`config.mk`:
```
export PLATFORM = sky130hd
export DESIGN_NAME = div_operand_prep
export DESIGN_NICKNAME = d
export VERILOG_FILES = /design/src/hdl/div_pkg.sv /design/src/hdl/div_operand_prep.sv
export SDC_FILE = /design/constraint.sdc
export NUM_CORES = 1
export LEC_CHECK = 0
export BUFFER_PORTS_ARGS = -buffer_cell sky130_fd_sc_hd__buf_2
export CAP_MARGIN = 10
export CORE_UTILIZATION = 35
export DETAILED_ROUTE_END_ITERATION = 16
export GPL_ROUTABILITY_DRIVEN = 0
export GPL_TIMING_DRIVEN = 0
export PLACE_DENSITY = 0.76
export SLEW_MARGIN = 0
export SYNTH_ARGS = -nofsm -noshare
export SYNTH_HDL_FRONTEND = slang
export SYNTH_SLANG_ARGS = --single-unit
```
`constraint.sdc`:
```
create_clock -name vclk -period 2.7
set_input_delay 0.27 -clock vclk [all_inputs]
set_output_delay 0.27 -clock vclk [all_outputs]
set_load 0.02 [all_outputs]
```
`src/hdl/div_pkg.sv`:
```
`default_nettype none

package div_pkg;

    localparam int XLEN    = 32;
    localparam int DIV_LAT = XLEN + 1;    // stage registers plus output register

    typedef enum logic [1:0] {
        OP_DIV  = 2'd0,
        OP_DIVU = 2'd1,
        OP_REM  = 2'd2,
        OP_REMU = 2'd3
    } div_op_e;

    // sideband that follows a request down the pipeline
    typedef struct packed {
        div_op_e           op;
        logic              neg_q;       // negate quotient
        logic              neg_r;       // negate remainder
        logic              div_zero;
        logic              overflow;    // signed min dividend, negative divisor
        logic [XLEN-1:0]   dividend;    // original operand a
    } div_tag_t;

    // word handed from one division step to the next
    typedef struct packed {
        logic [XLEN-1:0]   rem;         // partial remainder
        logic [XLEN-1:0]   qd;          // dividend bits out, quotient bits in
        logic [XLEN-1:0]   divisor;     // divisor magnitude
    } stage_t;

endpackage

`default_nettype wire

```
`src/hdl/div_operand_prep.sv`:
```
`timescale 1ns/1ps
`default_nettype none

module div_operand_prep import div_pkg::*; (
    input  wire logic [XLEN-1:0] a,
    input  wire logic [XLEN-1:0] b,
    input  wire logic            signed_op,
    output stage_t               first,
    output logic                 a_sign,
    output logic                 b_sign,
    output logic                 b_zero,
    output logic                 a_min
);

    logic [XLEN-1:0] a_mag;
    logic [XLEN-1:0] b_mag;

    assign a_sign = a[XLEN-1];
    assign b_sign = b[XLEN-1];
    assign b_zero = (b == '0);
    assign a_min  = (a == {1'b1, {(XLEN-1){1'b0}}});

    // two's complement magnitude only for signed ops
    assign a_mag = (signed_op && a_sign) ? (~a + 1'b1) : a;
    assign b_mag = (signed_op && b_sign) ? (~b + 1'b1) : b;

    always_comb begin
        first.rem     = '0;
        first.qd      = a_mag;
        first.divisor = b_mag;
    end

endmodule

`default_nettype wire

```
### Word-level counts from Yosys, hierarchy flattened

Index checks and enable logic that the tools add are counted.

* bits in registers: 0
* input bits: 65
* output and inout bits: 100
* word-level logic and storage cells: 10

* add/subtract/negate cells: 2
* eq/ne operators: 1
* mux-type cells: 2
* bitwise gates (word level): 2
* reduce and logical (&&, ||, !) cells: 3

Operators by type and width (count)
* 32-bit by 1-bit adder with 32-bit output, second input constant: 2
* 32-bit 2-to-1 mux: 2
* 32-bit NOT: 2
* 32-bit equality test, second input constant: 1
* 32-bit logical NOT: 1
* 1-bit logical AND: 2

### Logic depth before layout (Yosys ltp)

* depth after elaboration: 3
* mapped depth: 7
* mapped depth without buffers: 6

### Least setup slack after synthesis

Ideal clock, no wire load.

* path type: input to output
* from: in b[1]
* to: out b_zero
* data arrival time: 2066 ps
* data required time: 2430 ps
* setup slack: 364 ps
* stages on the path: 6
* path buffers: 0
* cells stage by stage: inv_1 -> ha_1 -> nor4b_1 -> nand4_1 -> or3_1 -> nor4_1

* cells in the longest elaborated chain, start to end: 1

Ends and longest elaborated chain
* start: declaration: line div_operand_prep.sv:6 `input wire logic [XLEN-1:0] b,`
* 32-bit logical NOT: line div_operand_prep.sv:20 `assign b_zero = (b == '0);`
* end: declaration: line div_operand_prep.sv:11 `output logic b_zero,`

Every way passes these cells.

### Worst setup path after layout

* from: in b[0]
* to: out b_zero

The elaborated chain is that of the path after synthesis.

==> summary.txt <==
Flop pwr share - 0%
Final net count - 500
Synth warnings - 0
Dominant cell type by area after synthesis - buf_4
Most frequent cell after synthesis - buf_4
Total congestion overflow - 0
Setup Buffers After CTS - 0
Ranking of synthesized cells by area - buf_4 15%, xnor2_1 15%, xor2_1 13%
Multi-input combinational cell area - 1570 um^2
Wire length of the first global-routing pass - 9020 um
Crit. End Element - output port
IO Pins - 165
First DRT Iteration DRCs - 112
Layout clock buffers - 0
CTS Hold Buffers Added - 0
Register area - 0 um^2
Worst min path class - input port to output port
Avg WL per Cell - 12.1 um
Post-synthesis mux area share - 0%
Final setup violation count - 0
Slew headroom - 55.1%
Clk pwr share - 0%
Drt drc - 0
Peak VDD IR - 0.112 mV
PwrDens - 209 nW/um^2
CP Class - input port to output port
Final WL - 6020 um
Num sequential - 0
Final period utilization - 92.5%
Largest net degree at the start of global routing - 11
Average size of a mapped cell - 6.74 um^2
Psw - 0.000347 W
Status - completed
Fill cells - 461
Min Hold Slack - 0.837 ns
Synth-to-layout area growth - 47.6%
Pre-CTS setup slack - 0.179 ns
Largest family of logic cells by synthesized area - simple AND/OR/NAND/NOR gates
Combinational power share - 100.0%
Chip width - 73.8 um
Port bufs - 132
Syn Inst Count - 268
DIE AREA - 5450 um^2
Worst setup margin - 0.202 ns
HPWL after DPL - 5130 um
Initial antenna violation count - 0
Vias per cell - 4.85
Gates resized, CTS repair - 0
Post-synthesis sequential area ratio - 0%
Adder-cell area share of the yosys netlist - 1.39%
Tightest Pin Transition - 0.667 ns
Cell variety after synth - 38
Sw Share - 62.2%
Max_cap viols - 0
Layout cells sized above 1 - 41.5%
CP arrival - 2.23 ns
RSZ-0062 raised after global routing - false
Synth Area in Compound Gates - 21.5%
GRT Util Overall - 20.3%
Starting Density - 37.3%
Ant. Diodes - 0
Top cells by count, synth - 36 x buf_4, 30 x xnor2_1, 26 x xor2_1, 20 x nor2_1, 16 x nor3_1
Die Y - 73.8 um
Internal power - 0.000211 W
Synth Area in Simple Gates - 30.3%
Total Power - 0.000558 W
Detailed-route via count - 2,414
CP startpoint kind - input port
Leak Pwr - 1.32 nW
Setup tns final - 0 ns
Crit path time final - 2.50 ns
Vias in the first global route - 2,052
Post-synth top area share - 15.0%
Final Max Slew Viols - 0
DRT antenna net count - 0
Synth Area in XOR/XNOR - 27.1%
Row cnt - 25
Worst endpoint required time - 2.43 ns
CP max FO - 6
Core area - 4850 um^2
Synth Cell Area - 1810 um^2
Final Hold Violating Endpoints - 0
Fmax - 0.400 GHz
TritonRoute pass-1 iters - 4
==> cells by family after synthesis <==
kind of cell	after synthesis
AOI/OAI and AO/OA	58
and+or+nand+nor	94
adders and majority gates	2
xor gates and xnor gates	56
other	1
buffers and inverters	57
==> metrics by stage <==
stage / utilization (%) / cell area (um^2) / instances
after floorplan: - / 1920 / 299
after global placement: 55.0 / 2670 / 498
after CTS: 55.0 / 2670 / 498
final: 55.0 / 2670 / 498
after detailed placement: 55.0 / 2670 / 498
after global routing: 55.0 / 2670 / 498
==> layout by cell type (no fill, tap or decap), drive strengths merged, types with 5 or more instances in the layout <==
| cell | count |
|---|---|
| nor2 | 20 |
| o41ai | 8 |
| and2 | 5 |
| nand2 | 10 |
| nor3 | 16 |
| a21oi | 11 |
| nand4 | 8 |
| or3 | 5 |
| inv | 9 |
| or4 | 5 |
| clkbuf | 9 |
| a31oi | 14 |
| xor2 | 26 |
| o31ai | 11 |
| buf | 171 |
| xnor2 | 30 |
| nor4 | 11 |
| conb | 32 |
| o21ai | 10 |
==> power groups by stage <==
| stage | Clock (W) | Sequential, W | Combinational [W] |
|---|---|---|---|
| final | 0 | 0 | 0.000558 |
| after detailed placement | 0 | 0 | 0.000557 |
| after global placement | 0 | 0 | 0.000554 |
| after global routing | 0 | 0 | 0.000604 |
| after CTS | 0 | 0 | 0.000559 |
| after floorplan | 0 | 0 | 0.000353 |
==> per-layer routing <==
layer  vias to the layer above  share of wire, %  track usage, %
li1                       1246                 -               -
met1                      1046                41            23.8
met2                       118                50            38.9
met3                         4               8.4            3.16
met4                         0              0.52            2.56
met5                         -                 0               0
==> final cells by class <==
class / count / area share [%]
tap: 67 / 3.14
buffer: 48 / 12.0
multi-input combinational: 242 / 58.9
timing repair buffer: 132 / 24.8
inverter: 9 / 1.27
==> worst paths after layout <==
check | slack [ns] | endpoint | cells after the start | startpoint
setup / recovery | 0.20 | b_zero | 8 | b[0]
hold / removal | 0.84 | first[59] | 3 | a[27]
==> worst max-delay path, cell delays in order <==
cell and delay, ns:
buf_2 0.12, inv_1 0.06, ha_1 0.21, nor4b_1 0.35
nand4_1 0.34, or3_1 0.44, nor4_1 0.20, buf_2 0.22
Power figures use the tool's default switching activity.
