`config.mk`:
```
export PLATFORM = sky130hd
export DESIGN_NAME = div_stage
export DESIGN_NICKNAME = d
export VERILOG_FILES = /design/src/hdl/div_pkg.sv /design/src/hdl/div_stage.sv
export SDC_FILE = /design/constraint.sdc
export NUM_CORES = 1
export LEC_CHECK = 0
export BUFFER_PORTS_ARGS = -buffer_cell sky130_fd_sc_hd__buf_2
export CAP_MARGIN = 0
export CORE_ASPECT_RATIO = 0.9
export CORE_MARGIN = 8
export CORE_UTILIZATION = 46
export CTS_CLUSTER_SIZE = 14
export DETAILED_ROUTE_END_ITERATION = 6
export GPL_TIMING_DRIVEN = 0
export PLACE_DENSITY_LB_ADDON = 0.12
export SLEW_MARGIN = 5
export SYNTH_ARGS = -nofsm -noshare
export SYNTH_HDL_FRONTEND = slang
export SYNTH_SLANG_ARGS = --single-unit
```
`constraint.sdc`:
```
create_clock -name clk -period 7.37 [get_ports clk]
set_clock_uncertainty 0.1 [all_clocks]
set_input_delay 1.1055 -clock clk [delete_from_list [all_inputs] [get_ports clk]]
set_output_delay 1.1055 -clock clk [all_outputs]
set_load 0.01 [all_outputs]
```
`src/hdl/div_pkg.sv`:
```
`default_nettype none

package div_pkg;

    localparam int XLEN    = 32;
    localparam int DIV_LAT = XLEN + 1;    // stage registers plus output register

    typedef enum logic [1:0] {
        OP_DIV  = 2'd0,
        OP_DIVU = 2'd1,
        OP_REM  = 2'd2,
        OP_REMU = 2'd3
    } div_op_e;

    // sideband that follows a request down the pipeline
    typedef struct packed {
        div_op_e           op;
        logic              neg_q;       // negate quotient
        logic              neg_r;       // negate remainder
        logic              div_zero;
        logic              overflow;    // signed min dividend, negative divisor
        logic [XLEN-1:0]   dividend;    // original operand a
    } div_tag_t;

    // word handed from one division step to the next
    typedef struct packed {
        logic [XLEN-1:0]   rem;         // partial remainder
        logic [XLEN-1:0]   qd;          // dividend bits out, quotient bits in
        logic [XLEN-1:0]   divisor;     // divisor magnitude
    } stage_t;

endpackage

`default_nettype wire

```
`src/hdl/div_stage.sv`:
```
`timescale 1ns/1ps
`default_nettype none

module div_stage import div_pkg::*; (
    input  wire logic   clk,
    input  wire stage_t prev,
    output stage_t      next
);

    logic [XLEN:0]   shifted;
    logic            q_bit;
    logic [XLEN-1:0] rem_n;

    // bring down the next dividend bit
    assign shifted = {prev.rem, prev.qd[XLEN-1]};
    assign q_bit   = (shifted >= {1'b0, prev.divisor});

    always_comb begin
        if (q_bit) begin
            rem_n = shifted[XLEN-1:0] - prev.divisor;    // restoring step
        end else begin
            rem_n = shifted[XLEN-1:0];
        end
    end

    always_ff @(posedge clk) begin
        next.rem     <= rem_n;
        next.qd      <= {prev.qd[XLEN-2:0], q_bit};
        next.divisor <= prev.divisor;
    end

    // holds at every stage since stage 0 starts with a zero remainder
    a_rem_below: assert property (@(posedge clk)
        (!$isunknown(next) && next.divisor != '0) |-> (next.rem < next.divisor))
        else $error("div_stage: partial remainder not below divisor");

endmodule

`default_nettype wire

```
Yosys cells after proc, flatten, opt, wreduce, memory -nomap -nowiden. Index checks and enable logic that the tools add are counted.

Bits in registers: 96. Memory bits (read-only): 0. Bits in latches: 0. Memories kept: 0. Output and inout bits: 96. Input bits: 97. Bits in writable memories: 0.

Magnitude comparators: 1. Div/mod/pow operators: 0. Reductions and logical operators: 0. Multiply operators: 0. Mux-type cells: 1. Shift-type cells: 0. $add $sub $neg: 1. Bitwise gates (word level): 0. Equality and inequality tests: 0.

Operator list (count): greater-or-equal comparator 33 x 32 -> 1 bit (1); two-way mux 32 bit (1); subtractor 32 bit (1).

Longest topological paths before layout.
Depth in word-level cells: 2. Depth in mapped cells: 13.

Worst setup path after synthesis. No wires, ideal clock.

Path kind: input to register. From: input port prev[23] (netlist name). To: register next[68] (netlist name). Required time: 7.149 ns. Arrival time: 3.213 ns. Slack: 3.936 ns. Library setup time: 0.121 ns. Cell stages on the path: 11. Cells stage by stage: inv_1 > ha_1 > buf_6 > and3_1 > o21a_1 > a311oi_2 > o21ai_1 > or3b_1 > o21a_1 > buf_6 > mux2_4.

Longest elaborated chain between the ends: 2.

RTL lines: from (decl) (RTL line div_stage.sv:6) `input wire stage_t prev,`; greater-or-equal comparator 33 x 32 -> 1 bit (RTL line div_stage.sv:16) `assign q_bit = (shifted >= {1'b0, prev.divisor});`; two-way mux 32 bit (RTL line div_stage.sv:19) `if (q_bit) begin`; via rem_n[4] (RTL line div_stage.sv:12) `logic [XLEN-1:0] rem_n;`; to (decl) (RTL line div_stage.sv:7) `output stage_t next`.

The timed path passes the listed nets, and every way through them passes these cells.

Worst setup path after layout.
From: input port prev[8] (netlist name). To: register next[87] (netlist name).

Longest elaborated chain between the ends: 2. Elaborated cells on any way between the ends: 3. Those cells by class: add/sub (1); order compare (1); mux (1).

RTL lines (RTL line): subtractor 32 bit or greater-or-equal comparator 33 x 32 -> 1 bit (tied branches) (div_stage.sv:20, div_stage.sv:16); two-way mux 32 bit (*) (div_stage.sv:19); via rem_n[23] (div_stage.sv:12).

The timed path passes the listed nets; every way through them passes the cells marked *.

==> impl_metrics.yaml <==
placement:
  dp_hpwl_microns: 10200
  numPortBuffers: 192
  routabilityCongestion: 0.826
clocking:
  clock_path_buffers: 2
  post_cts_buffers: 0
  post_cts_resized: 0
  htreeDepth: 3
  path_clk_slew_ns: 0.11
  cts_tree: "yes"
  cts_sinks: 96
  cts_buffers: 9
  cts_hold_buffers: 0
  cts-root-buf: "clkbuf_8"
detailed_routing:
  drt-initial-drc-count: 175
  vias: 3837
  first_pass_iters: 4
  totalWireLength_microns: 12400
  drt.antenna.violating_nets: 0
  drt-vias-per-instance: 4.89
  avgRoutedWirePerCell_microns: 15.7
  top_layer: "met5"
  wl_met3_microns: 1000
  drc: 0
  wirelength_met1_microns: 5500
  wl_met2_microns: 5720
synth:
  synth_top_area_cell: "dfxtp_1"
  synth_nets: 585
  syn_inst: 455
  yosysWarnings: 0
  synth_seq_cells: 96
  yosysMostFrequentCell: "dfxtp_1"
  synth_common_cells: "dfxtp_1 (96), a21oi_1 (54), inv_1 (46)"
  seq_area_frac_synth_pct: 45.2
  synthFlopType: "dfxtp_1"
  yosysTopAreaCellShare_pct: 45.2
  async_reset_ff_share_pct: 0
  synth_edf_count: 0
  netlist_area_sq_um: 4250
  synth_cell_types: 49
  syn_avg_cell_area_sq_um: 9.34
  synth_area_leaders: "dfxtp_1 (45%), ha_1 (9.4%), a21oi_1 (6.4%)"
power_and_ir_drop:
  seqPwrFrac_pct: 44.6
  p_per_area_nw_per_um2: 237
  pwr-share-clk_pct: 28.3
  switching_share_pct: 31.6
  power.internal_uw: 905
  comb_power_share_pct: 27.0
  power.total_mw: 1.32
  p_leak_nw: 2.84
  p_sw_uw: 417
  vdd_ir_drop_max_uv: 116
sta:
  layout_min_cycle_time_ns: 3.59
  fmaxAchievable_mhz: 279
  relSlewSlack_pct: 43.3
  finalSetupTns_ns: 0
  finalCritPeriodShare_pct: 48.7
  finalHoldViolCount: 0
  grt_setup_unrepaired: "no"
  slew_violations: 0
  setup_viol: 0
  max_slew.worst_pin.slew_ns: 0.848
global_routing:
  grt_pass1_wl_microns: 19600
  antenna_found_initial: 1
  grt_pass1_vias: 3963
  track_usage_pct: 19.0
  grt_max_degree: 20
  grt_overflow_total: 0
floorplan:
  die_h_microns: 107
  num_io_pins: 193
  die_x_microns: 117
  num_rows: 33
  core_area_sq_um: 9040
  die-area_sq_um: 12600
  start_util_pct: 47.0
final_layout:
  multi_input_area_sq_um: 2040
  layout-drive-gt1-share_pct: 35.1
  post-route-util_pct: 61.8
  n_antenna_cell: 0
  nFillCells: 797
  reg_top3: "next x96"
  largest-register: "next"
  regArea_sq_um: 1920
  area_delta_synth_final_pct: 31.5
  largest_register_ffs: 96
  nets: 788
worst_setup_path:
  worstPathArrival_ns: 3.74
  cp.required_ns: 7.52
  cp_cell_sequence: "buf_2, inv_1, ha_1, clkbuf_1, a21oi_1, o21ai_1, a2111oi_1, nor3_1, nor2_1, o21bai_1, xor2_1, mux2_4"
  cpMaxStageDelayCell: "a2111oi_1"
  critical-path-max-stage-delay_ns: 0.75
  crit_path_start_kind: "input pin"
  critPathMaxFanout: 8
  crit_path_end_kind: "flop"
  worstSetupPathType: "in2reg"
outcome:
  outcome: "finished, final reports clean"
hold_path:
  hp-class: "in2reg"
run:
  drv_cap: 0
==> per-stage QoR <==
stage | hold slack [ns] | std cells | instance area, sq um | worst slack (ns)
final | 0.740 | 785 | 5590 | 3.78
after global routing | 0.709 | 785 | 5590 | 3.52
after CTS | 0.725 | 785 | 5590 | 3.75
after detailed placement | 1.11 | 769 | 5360 | 3.38
after global placement | 1.11 | 769 | 5360 | 3.39
after floorplan | 1.03 | 455 | 4250 | 3.94
==> worst max-delay path: cells and delay by family <==
kind,cells,cell delay [ns]
AND/OR/NAND/NOR,2,0.46
adder cells (fa/ha/maj),1,0.28
multiplexers,1,0.25
XOR/XNOR,1,0.15
buffers and inverters,3,0.34
AO/OA/AOI/OAI,4,1.15
==> cell families after synthesis <==
family | Yosys count | share of synthesized area (%)
AOI/OAI and AO/OA | 120 | 17.2
and+or+nand+nor | 107 | 12.3
DFF | 96 | 45.2
buffers and inverters | 63 | 6.68
adders and majority gates | 33 | 9.89
xor gates and xnor gates | 26 | 5.36
muxes | 10 | 3.30
==> cells in the final DEF, fill, tap and decap left out, drive strengths merged, types with 2 or more instances in the layout <==
cell,count
nand2,24
clkinv,3
or2,2
and3,2
o21a,6
a31oi,2
mux2,8
o31ai,7
a21oi,55
inv,49
xor2,10
o211ai,2
nor2b,2
xnor2,16
ha,32
a2111oi,4
mux2i,2
nand2b,7
and2,3
nor4b,2
dfxtp,96
o21ai,21
nor2,37
nand4b,2
clkbuf,15
o21bai,5
nand4,8
a31o,2
a211oi,3
nor3,3
a21o,8
or3,2
nand3,8
buf,203
==> final cells by class <==
| cell class | count | area share (%) |
|---|---|---|
| Sequential cell | 96 | 34.4 |
| Buffer | 17 | 1.99 |
| Clock inverter | 7 | 1.79 |
| Tap cell | 122 | 2.73 |
| Clock buffer | 9 | 2.22 |
| Timing Repair Buffer | 192 | 17.2 |
| Inverter | 46 | 3.09 |
| Multi-Input combinational cell | 296 | 36.6 |
==> final timing paths <==
check                          end  slack (ns)  startpoint  depth (start not counted)
hold / removal    next[40]$_DFF_P_        0.74    prev[39]                          1
setup / recovery  next[87]$_DFF_P_        3.78     prev[8]                         12
==> power by group through the flow <==
stage	logic (mW)	clock network [mW]	registers (mW)
floorplan	0.188	0	0.637
global placement	0.356	0	0.601
detailed placement	0.359	0	0.602
CTS	0.361	0.387	0.591
global route	0.396	0.410	0.596
finish	0.357	0.375	0.590
==> layer usage <==
layer,track usage [%],up-vias
met4,5.00,2
li1,-,1973
met2,31.8,142
met3,7.46,11
met5,0,-
met1,22.5,1709
No activity file was read; power rests on OpenSTA's default activity.
