**src/hdl/div_pkg.sv**
```systemverilog
`default_nettype none

package div_pkg;

    localparam int XLEN    = 32;
    localparam int DIV_LAT = XLEN + 1;    // stage registers plus output register

    typedef enum logic [1:0] {
        OP_DIV  = 2'd0,
        OP_DIVU = 2'd1,
        OP_REM  = 2'd2,
        OP_REMU = 2'd3
    } div_op_e;

    // sideband that follows a request down the pipeline
    typedef struct packed {
        div_op_e           op;
        logic              neg_q;       // negate quotient
        logic              neg_r;       // negate remainder
        logic              div_zero;
        logic              overflow;    // signed min dividend, negative divisor
        logic [XLEN-1:0]   dividend;    // original operand a
    } div_tag_t;

    // word handed from one division step to the next
    typedef struct packed {
        logic [XLEN-1:0]   rem;         // partial remainder
        logic [XLEN-1:0]   qd;          // dividend bits out, quotient bits in
        logic [XLEN-1:0]   divisor;     // divisor magnitude
    } stage_t;

endpackage

`default_nettype wire

```
**src/hdl/div_result_fix.sv**
```systemverilog
`timescale 1ns/1ps
`default_nettype none

module div_result_fix import div_pkg::*; (
    input  wire logic     clk,
    input  wire logic     rstn,
    input  wire logic     tail_valid,
    input  wire div_tag_t tail_tag,
    input  wire stage_t   last,
    output logic          out_valid,
    output logic [XLEN-1:0] result
);

    logic [XLEN-1:0] quo;
    logic [XLEN-1:0] rem;
    logic            is_ovf;
    logic            sel_rem;

    // only b == -1 has magnitude 1 and a set sign bit
    assign is_ovf  = tail_tag.overflow && (last.divisor == XLEN'(1));
    assign sel_rem = (tail_tag.op == OP_REM) || (tail_tag.op == OP_REMU);

    always_comb begin
        quo = tail_tag.neg_q ? (~last.qd + 1'b1) : last.qd;
        rem = tail_tag.neg_r ? (~last.rem + 1'b1) : last.rem;
        if (tail_tag.div_zero) begin
            quo = '1;
            rem = tail_tag.dividend;
        end else if (is_ovf) begin
            quo = tail_tag.dividend;
            rem = '0;
        end
    end

    always_ff @(posedge clk or negedge rstn) begin
        if (!rstn) begin
            out_valid <= 1'b0;
        end else begin
            out_valid <= tail_valid;
        end
    end

    always_ff @(posedge clk) begin
        result <= sel_rem ? rem : quo;
    end

    a_result_known: assert property (@(posedge clk) disable iff (!rstn)
        out_valid |-> !$isunknown(result))
        else $error("div_result_fix: unknown result on a valid strobe");

endmodule

`default_nettype wire

```
**config.mk**
```make
export PLATFORM = sky130hd
export DESIGN_NAME = div_result_fix
export DESIGN_NICKNAME = d
export VERILOG_FILES = /design/src/hdl/div_pkg.sv /design/src/hdl/div_result_fix.sv
export SDC_FILE = /design/constraint.sdc
export NUM_CORES = 1
export LEC_CHECK = 0
export CAP_MARGIN = 10
export CORE_UTILIZATION = 65
export CTS_CLUSTER_SIZE = 8
export DETAILED_ROUTE_END_ITERATION = 16
export DONT_BUFFER_PORTS = 1
export PLACE_DENSITY = 0.87
export SYNTH_ARGS = -nofsm -noshare
export SYNTH_HDL_FRONTEND = slang
export SYNTH_SLANG_ARGS = --single-unit
```
**constraint.sdc**
```tcl
create_clock -name clk -period 1.3 [get_ports clk]
set_clock_uncertainty 0.2 [all_clocks]
set_input_delay 0.13 -clock clk [delete_from_list [all_inputs] [get_ports clk]]
set_output_delay 0.13 -clock clk [all_outputs]
set_load 0.02 [all_outputs]
```
==> reports/metrics.csv, run 1 <==
stage,metric,value,unit
die,Site Rows,24,
cts,CTS H-tree lvls,2,
die,Die Y,70.2,um
cts,CTS Sinks,33,
logic_synthesis,ys async rst share,3.03,%
logic_synthesis,"top cells by count, synth","nand2_1 (45), o21ai_0 (45), dfxtp_1 (32)",
cts,total CTS buffers,5,
die,DIE WIDTH,70.2,um
logic_synthesis,Post-Syn Instances,405,
logic_synthesis,cell taking the most area after synthesis,dfxtp_1,
logic_synthesis,Post-synth EDFFs,0,
run_status,Run Error,"[ERROR DPL-0038] Utilization greater than 100%, impossible to legalize",
sta,WEP type,register input,
logic_synthesis,post-synth net total,544,
place,# port buffers,0,
logic_synthesis,"Primary FF master, synth",dfxtp_1,
logic_synthesis,Synth cell types,50,
logic_synthesis,"Seq/Total Area, Yosys",22.0,%
die,Starting Density,68.5,%
run_status,status,aborted with a tool error,
place,detailed placement HPWL,7530,um
logic_synthesis,top area cells in the synthesized netlist,"dfxtp_1 (21%), xnor2_1 (8.7%), xor2_1 (7.5%)",
run_status,Stop stage,5_1_grt,
logic_synthesis,synthesized flop and latch total,33,
die,I/O pin cnt,170,
sta,post-GRT worst EP,result[27]$_DFF_P_/D,
grt,largest net degree at the start of global routing,54,
cts,Root Driver,clkbuf_8,
logic_synthesis,Yosys Warn Count,0,
logic_synthesis,mapped cell area,0.00302,mm^2
logic_synthesis,top-area cell type share of the netlist area,21.2,%
cts,Max Root-Sink Buffers,2,
place,GPL Wtd Cong,0.946,
logic_synthesis,Syn Area/Cell,7.46,um^2
## stage by stage
step	TNS, ns	setup WS [ns]	instance area [um^2]	std cells	hold WS, ns
2_1_floorplan	-26.61	-1.19	3240	405	-0.366
3_3_place_gp	-29.10	-1.17	3440	473	-0.366
3_5_place_dp	-31.18	-1.24	3440	473	-0.366
4_1_cts	-20.27	-0.911	4180	526	-0.218
## logic make-up after synthesis
logic type,count (synthesis),share of synthesized area (%)
multiplexers,3,0.993
XOR/XNOR,56,16.2
adder cells (fa/ha/maj),2,0.828
flip-flops,33,22.0
AO/OA/AOI/OAI,140,32.3
AND/OR/NAND/NOR,134,22.8
buffers and inverters,37,4.88
## what timing repair did
item                                    4_1_cts
setup buffers                                 6
endpoints found under the setup margin       32
cloned                                        2
hold buffers                                 39
hold endpoints to repair                     34
pin swaps                                    20
gates resized for setup                      38
==> inputs of run 2 (changes only) <==
- CORE_UTILIZATION: 65 -> 40
- CTS_CLUSTER_SIZE: 8 -> not set
- PLACE_DENSITY: 0.87 -> not set
- PLACE_DENSITY_LB_ADDON: not set -> 0.15
==> run 2 against run 1 <==
Net effect: the flow now finishes, with violations (hold timing, setup timing); synthesized cell count unchanged; area after synthesis unchanged.
==> reports/metrics.csv, run 2 <==
stage,metric,value,unit,change
route,DRT antenna net count,0,,
cts,CTS tree,yes,,
logic_synthesis,Synth Area in Simple Gates,22.8,%,unchanged
setup_path,critical path data arrival time,2.20,ns,
place,Placed Area,0.00359,mm^2,+4.3%
route,DRT iter0 DRCs,242,,
grt,initial antenna violation count,0,,
setup_path,CP max FO,7,,
sta,hold slack final,-0.215,ns,
grt,first-pass GRT wire length,17900,um,
layout,area grow syn2layout,64.7,%,
place,post-place setup slack,-1.20,ns,+0.0462 ns
cts,Max Root-Sink Buffers,2,,unchanged
logic_synthesis,post-synthesis mux area share,0.993,%,unchanged
sta,worst slew pin tran,1.28,ns,
setup_path,Critical Path Start,last[80],,
pwr,Power Density,681,mW/mm^2,
logic_synthesis,largest family of logic cells by synthesized area,compound AO/OA/AOI/OAI gates,,
logic_synthesis,post-synth net total,544,,unchanged
die,Die Y,88.9,um,+27%
route,drt pass-1 iters,5,,
run_status,status,finished with violations,,
pwr,Pleak,0.00179,uW,
layout,Finished Cell Area,0.00498,mm^2,
place,# port buffers,0,,unchanged
logic_synthesis,Syn Area/Cell,7.46,um^2,unchanged
sta,"Slew Viols, Final",0,,
logic_synthesis,ys async rst share,3.03,%,unchanged
layout,layout cells sized above 1,33.7,%,
logic_synthesis,fraction of the mapped netlist area in adder cells,0.828,%,unchanged
die,I/O pin cnt,170,,unchanged
logic_synthesis,Post-Syn Instances,405,,unchanged
grt,number of global-route vias before repair,3500,,
logic_synthesis,"Seq/Total Area, Yosys",22.0,%,unchanged
setup_path,startpoint types,input pin,,
min_path,worst hold path class,input pin to flip-flop,,
job,Max Cap Viol,0,,
cts,total CTS buffers,5,,unchanged
logic_synthesis,top-area cell type share of the netlist area,21.2,%,unchanged
grt,Total GRT Usage,29.9,%,
layout,antenna cells,0,,
sta,RSZ-0062 raised after global routing,true,,
logic_synthesis,top area cells in the synthesized netlist,"dfxtp_1 (21%), xnor2_1 (8.7%), xor2_1 (7.5%)",,
cts,Root Driver,clkbuf_8,,
cts,Worst-path clk slew,0.08,ns,
route,routed len/inst,21.1,um,
die,Site Rows,31,,+29%
cts,CTS Sinks,33,,unchanged
layout,most frequent cells in the layout,"dlygate4sd3_1 (45), buf_4 (45), nand2_1 (36), dfxtp_1 (32), xnor2_1 (28)",,
logic_synthesis,Yosys Warn Count,0,,unchanged
setup_path,Critical Path Sink Type,flip-flop,,
layout,fin nets,634,,
layout,Regs by FF count,"result: 32 flops, out_valid: 1 flops",,
run_status,failing checks,"hold timing, setup timing",,
sta,Final Setup Violations,32,,
route,vias after detailed routing,3682,,
sta,slew margin rel.,14.4,%,
place,detailed placement HPWL,8100,um,+7.7%
route,DRT Wirelength,12500,um,
logic_synthesis,cell taking the most area after synthesis,dfxtp_1,,
route,routed vias/inst,6.19,,
grt,largest net degree at the start of global routing,54,,
sta,Tcrit/Tclk final,172,%,
logic_synthesis,synthesized flop and latch total,33,,unchanged
route,DRC viols,0,,
die,Starting Density,41.5,%,-27 points
sta,Final Worst Setup Slack,-0.931,ns,
logic_synthesis,Synth cell types,50,,unchanged
place,GPL Wtd Cong,0.884,,-6.6%
sta,Final Hold Fails,32,,
logic_synthesis,"Primary FF master, synth",dfxtp_1,,
grt,GR Overflow Total,0,,
setup_path,critical path type,input pin to flip-flop,,
die,DIE WIDTH,88.9,um,+27%
setup_path,CP required,1.27,ns,
layout,max reg flops,32,,
logic_synthesis,xor-xnor portion of the synthesized cell area,16.2,%,unchanged
logic_synthesis,mapped cell area,0.00302,mm^2,unchanged
setup_path,crit path to,result[21]$_DFF_P_,,
logic_synthesis,"top cells by count, synth","nand2_1 (45), o21ai_0 (45), dfxtp_1 (32)",,
logic_synthesis,Post-synth EDFFs,0,,unchanged
logic_synthesis,compound-cell area share of the yosys netlist,32.3,%,unchanged
sta,Fmax,448,MHz,
cts,CTS H-tree lvls,2,,unchanged
layout,Largest Register,result,,
die,DIE AREA,0.00791,mm^2,
min_path,WHS Path Cells,2,,
sta,Period minus WS final,2.23,ns,
die,core area,0.00729,mm^2,
pwr,Peak VDD IR,377,uV,
-- run 2: worst max-delay path: stages --
cell     delay (ns)
or4_4          0.53
or3_4          0.36
or4_4          0.60
o31a_1         0.30
xnor2_1        0.19
o22ai_1        0.10
-- run 2: report_power, final --
part / internal [uW] / switching (uW)
sequential: 1130 / 198
clock: 624 / 421
combinational: 532 / 488
-- run 2: timing repair --
action / CTS / global route
gates cloned: 7 / 2
pin swaps: 24 / 26
endpoints found under the setup margin: 32 / 32
resized for setup: 69 / 51
hold buffers: 43 / 3
buffers inserted: 5 / 6
endpoints found under the hold margin: 34 / 32
-- run 2: routing by layer --
metal  GRT usage, %  share of wire [%]  vias up
met5              0                  0        -
met4           7.65                2.4        0
met3           6.56                8.0       31
met2           51.6                 49      169
met1           37.8                 41     1746
li1               -                  -     1736
-- run 2: cell type report --
cell class / instances / area (um^2)
multi-input combinational: 339 / 2940
tap: 99 / 124
clock inverter: 2 / 37.5
fill: 587 / 2310
sequential: 33 / 666
inverter: 7 / 26.3
clock buffer: 6 / 82.6
timing repair buffer: 109 / 1100
-- run 2: logic make-up (layout without fill, tap and decap cells) --
family / after synthesis / count (layout)
and+or+nand+nor: 134 / 138
adders and majority gates: 2 / 2
DFF: 33 / 33
AOI/OAI and AO/OA: 140 / 140
xor gates and xnor gates: 56 / 56
muxes: 3 / 3
buffers and inverters: 37 / 124
-- run 2: worst min path at each step --
stage | startpoint | endpoint | slack [ns]
2_1_floorplan | rstn | out_valid$_DFF_PN0_ | -0.37
6_report | tail_tag[33] | result[10]$_DFF_P_ | -0.21
5_1_grt | tail_tag[33] | result[10]$_DFF_P_ | -0.22
3_5_place_dp | rstn | out_valid$_DFF_PN0_ | -0.37
3_3_place_gp | rstn | out_valid$_DFF_PN0_ | -0.37
4_1_cts | tail_tag[33] | result[10]$_DFF_P_ | -0.23
-- run 2: stage by stage --
stage,instances,power [uW],setup TNS (ns),util [%]
floorplan,405,1860,-26.61,-
finish,595,3390,-18.67,68.3
global route,595,3530,-19.89,68.3
CTS,589,3250,-17.71,63.9
global placement,527,1980,-29.66,49.2
detailed placement,527,1990,-31.04,49.2
Note: power is estimated with default switching activity, not from simulation.
==> inputs of run 3 (changes only) <==
- TNS_END_PERCENT: not set -> 20
==> run 3 against run 2 <==
Net effect: the run still ends with hold timing, setup timing left; critical endpoint is now result[31]$_DFF_P_; fmax grew 0.25%; count of clock-buffer cells in the layout decreased by 1; final area shrank 16%; largest power group unchanged; sequential power is essentially flat.
==> reports/metrics.csv, run 3 (synthesis gave the netlist of run 2 again) <==
stage,metric,value,unit,change
cts,CTS tree,yes,,
job,Max Cap Viol,0,,unchanged
route,DRC viols,0,,unchanged
setup_path,startpoint types,input pin,,
setup_path,critical path type,input pin to flip-flop,,
route,DRT antenna net count,0,,unchanged
place,detailed placement HPWL,7850,um,-3.2%
pwr,sw power,987,uW,-11%
setup_path,crit path to,result[31]$_DFF_P_,,
layout,layout cells sized above 1,20.7,%,-13 points
cts,Worst-path clk slew,0.08,ns,about the same
pwr,Reg power frac,45.1,%,+6.0 points
die,Starting Density,41.5,%,unchanged
layout,"most common cell after layout, fill and taps aside",buf_4,,
sta,hold slack final,-0.266,ns,-0.0514 ns
sta,"Slew Viols, Final",0,,unchanged
die,core area,0.00729,mm^2,unchanged
sta,Final Hold Fails,32,,unchanged
die,Die Y,88.9,um,unchanged
setup_path,critical path data arrival time,2.20,ns,about the same
layout,fin nets,616,,-2.8%
setup_path,CP required,1.28,ns,about the same
route,vias after detailed routing,3447,,-6.4%
setup_path,Critical Path Start,last[80],,
cts,Root Driver,clkbuf_8,,
pwr,Power Density,698,mW/mm^2,+2.4%
min_path,worst hold path class,input pin to flip-flop,,
sta,slew margin rel.,67.1,%,+53 points
route,routed vias/inst,5.97,,-3.5%
sta,Final Setup Violations,32,,unchanged
pwr,Total Power,2930,uW,-14%
sta,worst slew pin tran,0.493,ns,-0.786 ns
cts,total CTS buffers,5,,unchanged
grt,GR Overflow Total,0,,unchanged
pwr,Switching Share,33.7,%,+1.0 points
die,Site Rows,31,,unchanged
die,DIE AREA,0.00791,mm^2,unchanged
route,DRT Wirelength,11100,um,-12%
layout,most frequent cells in the layout,"buf_4 (48), nand2_1 (45), dlygate4sd3_1 (41), dfxtp_1 (32)",,
layout,Regs by FF count,"result: 32 flops, out_valid: 1 flops",,
layout,max reg flops,32,,unchanged
pwr,Pleak,0.00154,uW,-14%
grt,Total GRT Usage,25.9,%,-4.0 points
layout,Largest Register,result,,
pwr,Comb power frac,28.0,%,-2.1 points
sta,Period minus WS final,2.22,ns,-0.00556 ns
sta,Fmax,449,MHz,+0.25%
die,I/O pin cnt,170,,unchanged
pwr,internal power,1940,uW,-15%
route,drt pass-1 iters,5,,unchanged
layout,area grow syn2layout,39.0,%,
min_path,worst hold start,tail_tag[37],,
setup_path,CP max FO,7,,unchanged
grt,largest net degree at the start of global routing,54,,unchanged
place,GPL Wtd Cong,0.858,,-3.0%
place,post-place setup slack,-1.20,ns,-0.00141 ns
route,routed len/inst,19.2,um,-9.1%
grt,first-pass GRT wire length,15700,um,-13%
place,# port buffers,0,,unchanged
grt,number of global-route vias before repair,3142,,-10%
route,DRT iter0 DRCs,194,,-20%
pwr,Peak VDD IR,374,uV,-0.92%
sta,RSZ-0062 raised after global routing,true,,
sta,Tcrit/Tclk final,171,%,-0.43 points
die,DIE WIDTH,88.9,um,unchanged
sta,Final Worst Setup Slack,-0.925,ns,+0.00556 ns
cts,CTS H-tree lvls,2,,unchanged
grt,initial antenna violation count,0,,unchanged
cts,CTS Sinks,33,,unchanged
run_status,failing checks,"hold timing, setup timing",,
run_status,status,finished with violations,,
pwr,Clk network pwr share,26.9,%,-3.9 points
setup_path,Critical Path Sink Type,flip-flop,,
cts,Max Root-Sink Buffers,2,,unchanged
layout,antenna cells,0,,unchanged
[run 3: area by class of cell]
class                      instances  area (um^2)
timing repair buffer              95          873
clock inverter                     3         17.5
sequential                        33          666
multi-input combinational        335         2430
fill                             727         3090
clock buffer                       5         68.8
tap                               99          124
inverter                           7         26.3
[run 3: power by group through the flow]
stage / combinational, uW / clock [uW] / sequential (uW)
CTS: 762 / 798 / 1320
floorplan: 508 / 0 / 1320
detailed placement: 630 / 0 / 1350
global placement: 629 / 0 / 1350
global route: 905 / 840 / 1340
finish: 822 / 788 / 1320
[run 3: stage by stage]
stage                     area, um^2  utilization [%]  instances  TNS, ns
after detailed placement        3480             47.8        526   -29.57
final                           4200             57.6        577   -18.09
after global routing            4200             57.6        577   -20.50
after floorplan                 3060                -        405   -27.18
after CTS                       4070             55.8        571   -18.00
after global placement          3480             47.8        526   -29.12
[run 3: routing by layer]
layer	vias to the layer above	global-route usage (%)	routed length (um)
met5	-	0	0
met4	0	7.65	195
met3	17	6.74	975
met2	152	42.0	5120
met1	1589	33.8	4760
li1	1689	-	-
[run 3: what timing repair did]
action,CTS,global route
hold buffers,36,6
resized for setup,31,16
pin swaps,10,8
buffers inserted,1,0
endpoints found under the setup margin,32,32
hold endpoints to repair,34,31
[run 3: critical path, cell delays in order]
cell     delay (ns)
or4_4          0.52
or3_4          0.36
or4_4          0.60
o31ai_4        0.21
xnor2_1        0.10
a211o_1        0.29
[run 3: worst min path at each step]
stage / to / slack, ns / cells after the start
2_1_floorplan: out_valid$_DFF_PN0_ / -0.37 / 0
3_3_place_gp: out_valid$_DFF_PN0_ / -0.37 / 0
3_5_place_dp: out_valid$_DFF_PN0_ / -0.37 / 0
4_1_cts: result[2]$_DFF_P_ / -0.28 / 1
5_1_grt: result[2]$_DFF_P_ / -0.27 / 1
6_report: result[2]$_DFF_P_ / -0.27 / 1
==> inputs of run 4 (changes only) <==
==> constraint.sdc (replaced) <==
create_clock -name clk -period 1.3 [get_ports clk]
set_clock_uncertainty 0.2 [all_clocks]
set_input_delay 0.065 -clock clk [delete_from_list [all_inputs] [get_ports clk]]
set_output_delay 0.065 -clock clk [all_outputs]
set_load 0.02 [all_outputs]
==> run 4 against run 3 <==
Net effect: the flow still finishes with violations (hold timing, setup timing); setup slack improved by 0.048 ns; clock power decreased by 0.9%; sequential cell count stayed put; non-clock buffer count is 3 higher; count of clock-buffer cells in the layout is the same; combinational power increased by 1%; worst hold slack lost 0.0033 ns; via count down 0.78%; first-iteration DRC count is 9.3% lower; final area barely moved; global-route usage about the same; utilization barely moved.
==> reports/metrics.csv, run 4 (synthesis gave the netlist of run 2 again) <==
stage,metric,value,unit,change
run_status,status,finished with violations,,
run_status,failing checks,"hold timing, setup timing",,
die,Die Y,88.9,um,unchanged
sta,worst slew pin tran,0.533,ns,+0.0398 ns
setup_path,CP max FO,7,,unchanged
grt,Total GRT Usage,25.9,%,+0.044 points
sta,Tcrit/Tclk final,167,%,-3.7 points
cts,Max Root-Sink Buffers,2,,unchanged
sta,Final Setup Violations,32,,unchanged
setup_path,CP required,1.28,ns,about the same
setup_path,critical path data arrival time,2.15,ns,-0.05 ns
sta,slew margin rel.,64.5,%,-2.6 points
layout,Regs by FF count,"result: 32 flops, out_valid: 1 flops",,
sta,hold slack final,-0.269,ns,-0.00331 ns
route,DRT iter0 DRCs,176,,-9.3%
layout,most frequent cells in the layout,"buf_4 (48), nand2_1 (45), dlygate4sd3_1 (43), dfxtp_1 (32), o21ai_0 (31)",,
sta,Final Hold Fails,32,,unchanged
setup_path,Critical Path Sink Type,flip-flop,,
pwr,Pleak,0.00154,uW,+0.44%
job,Max Cap Viol,0,,unchanged
cts,CTS tree,yes,,
route,DRT antenna net count,0,,unchanged
die,DIE WIDTH,88.9,um,unchanged
route,routed len/inst,18.8,um,-1.7%
setup_path,startpoint types,input pin,,
route,routed vias/inst,5.90,,-1.3%
place,detailed placement HPWL,7850,um,unchanged
die,DIE AREA,0.00791,mm^2,unchanged
die,core area,0.00729,mm^2,unchanged
grt,initial antenna violation count,0,,unchanged
sta,Period minus WS final,2.18,ns,-0.0484 ns
sta,post-route setup TNS,-16.34,ns,+1.74 ns
sta,Fmax,459,MHz,+2.2%
setup_path,crit path max-delay cell type,or4_4,,
die,Site Rows,31,,unchanged
sta,Final Worst Setup Slack,-0.877,ns,+0.0484 ns
sta,"Slew Viols, Final",0,,unchanged
setup_path,critical path type,input pin to flip-flop,,
setup_path,Buf/Inv on CP,0,,unchanged
cts,CTS H-tree lvls,2,,unchanged
layout,Largest Register,result,,
setup_path,CP cell instances,or4_4 -> or3_4 -> or4_4 -> o31ai_4 -> xnor2_1 -> a211o_1,,
layout,"most common cell after layout, fill and taps aside",buf_4,,
min_path,WHS Path Cells,2,,+1
grt,largest net degree at the start of global routing,54,,unchanged
pwr,Peak VDD IR,347,uV,-7.2%
min_path,worst hold path class,input pin to flip-flop,,
route,DRT Wirelength,10900,um,-1.2%
die,Starting Density,41.5,%,unchanged
setup_path,Crit. path cell count,6,,unchanged
place,GPL Wtd Cong,0.858,,unchanged
grt,first-pass GRT wire length,15700,um,about the same
cts,Worst-path clk slew,0.08,ns,about the same
route,drt pass-1 iters,5,,unchanged
setup_path,crit-path leading delay family,simple AND/OR/NAND/NOR gates,,
setup_path,CP max stage delay,0.60,ns,about the same
grt,GR Overflow Total,0,,unchanged
cts,CTS Sinks,33,,unchanged
layout,max reg flops,32,,unchanged
layout,final core occ,57.6,%,about the same
cts,Root Driver,clkbuf_8,,
sta,RSZ-0062 raised after global routing,true,,
layout,layout cells sized above 1,19.8,%,-0.96 points
pwr,Power Density,699,mW/mm^2,+0.23%
grt,number of global-route vias before repair,3163,,+0.67%
layout,antenna cells,0,,unchanged
setup_path,"most used cell, CP",or4_4,,
place,post-place setup slack,-1.13,ns,+0.0650 ns
layout,area grow syn2layout,38.9,%,about the same
route,vias after detailed routing,3420,,-0.78%
layout,fin nets,619,,+0.49%
cts,total CTS buffers,5,,unchanged
die,I/O pin cnt,170,,unchanged
place,# port buffers,0,,unchanged
route,DRC viols,0,,unchanged
-- run 4: power by group --
part	internal [uW]	switching [uW]	total [uW]
Combinational	447	387	834
Sequential	1130	194	1320
Clock	370	411	781
Total	1940	992	2940
-- run 4: cell type report --
cell class                      instances  area, um^2
Tap cell                               99         124
Multi-Input combinational cell        335        2390
Inverter                                7        26.3
Fill cell                             729        3090
Clock inverter                          3        17.5
Timing Repair Buffer                   98         906
Sequential cell                        33         666
Clock buffer                            5        68.8
-- run 4: path summary, 6_finish.rpt --
kind | slack, ns | start | end
max | -0.88 | last[80] | result[31]$_DFF_P_
min | -0.27 | tail_tag[33] | result[2]$_DFF_P_
max in group asynchronous | 0.48 | rstn | out_valid$_DFF_PN0_
min in group asynchronous | 0.32 | rstn | out_valid$_DFF_PN0_
-- run 4: metal layers --
| metal | global-route usage [%] | vias up | routed length (um) |
|---|---|---|---|
| met3 | 5.72 | 12 | 846 |
| li1 | - | 1695 | - |
| met2 | 42.0 | 147 | 5040 |
| met1 | 34.7 | 1566 | 4890 |
| met5 | 0 | - | 0 |
| met4 | 7.36 | 0 | 147 |
-- run 4: metrics by stage --
step                      total power [uW]  area [um^2]  hold slack [ns]  cells
after global placement                1970         3480           -0.431    526
after detailed placement              1980         3480           -0.431    526
after floorplan                       1830         3060           -0.431    405
after global routing                  3090         4200           -0.275    580
final                                 2940         4200           -0.269    580
after CTS                             2920         4130           -0.301    576
-- run 4: repair_timing --
item,4_1_cts,5_1_grt
setup buffers,1,0
pin swaps,10,3
resized for setup,31,11
hold endpoints to repair,34,32
hold buffers,41,4
endpoints found under the setup margin,32,32
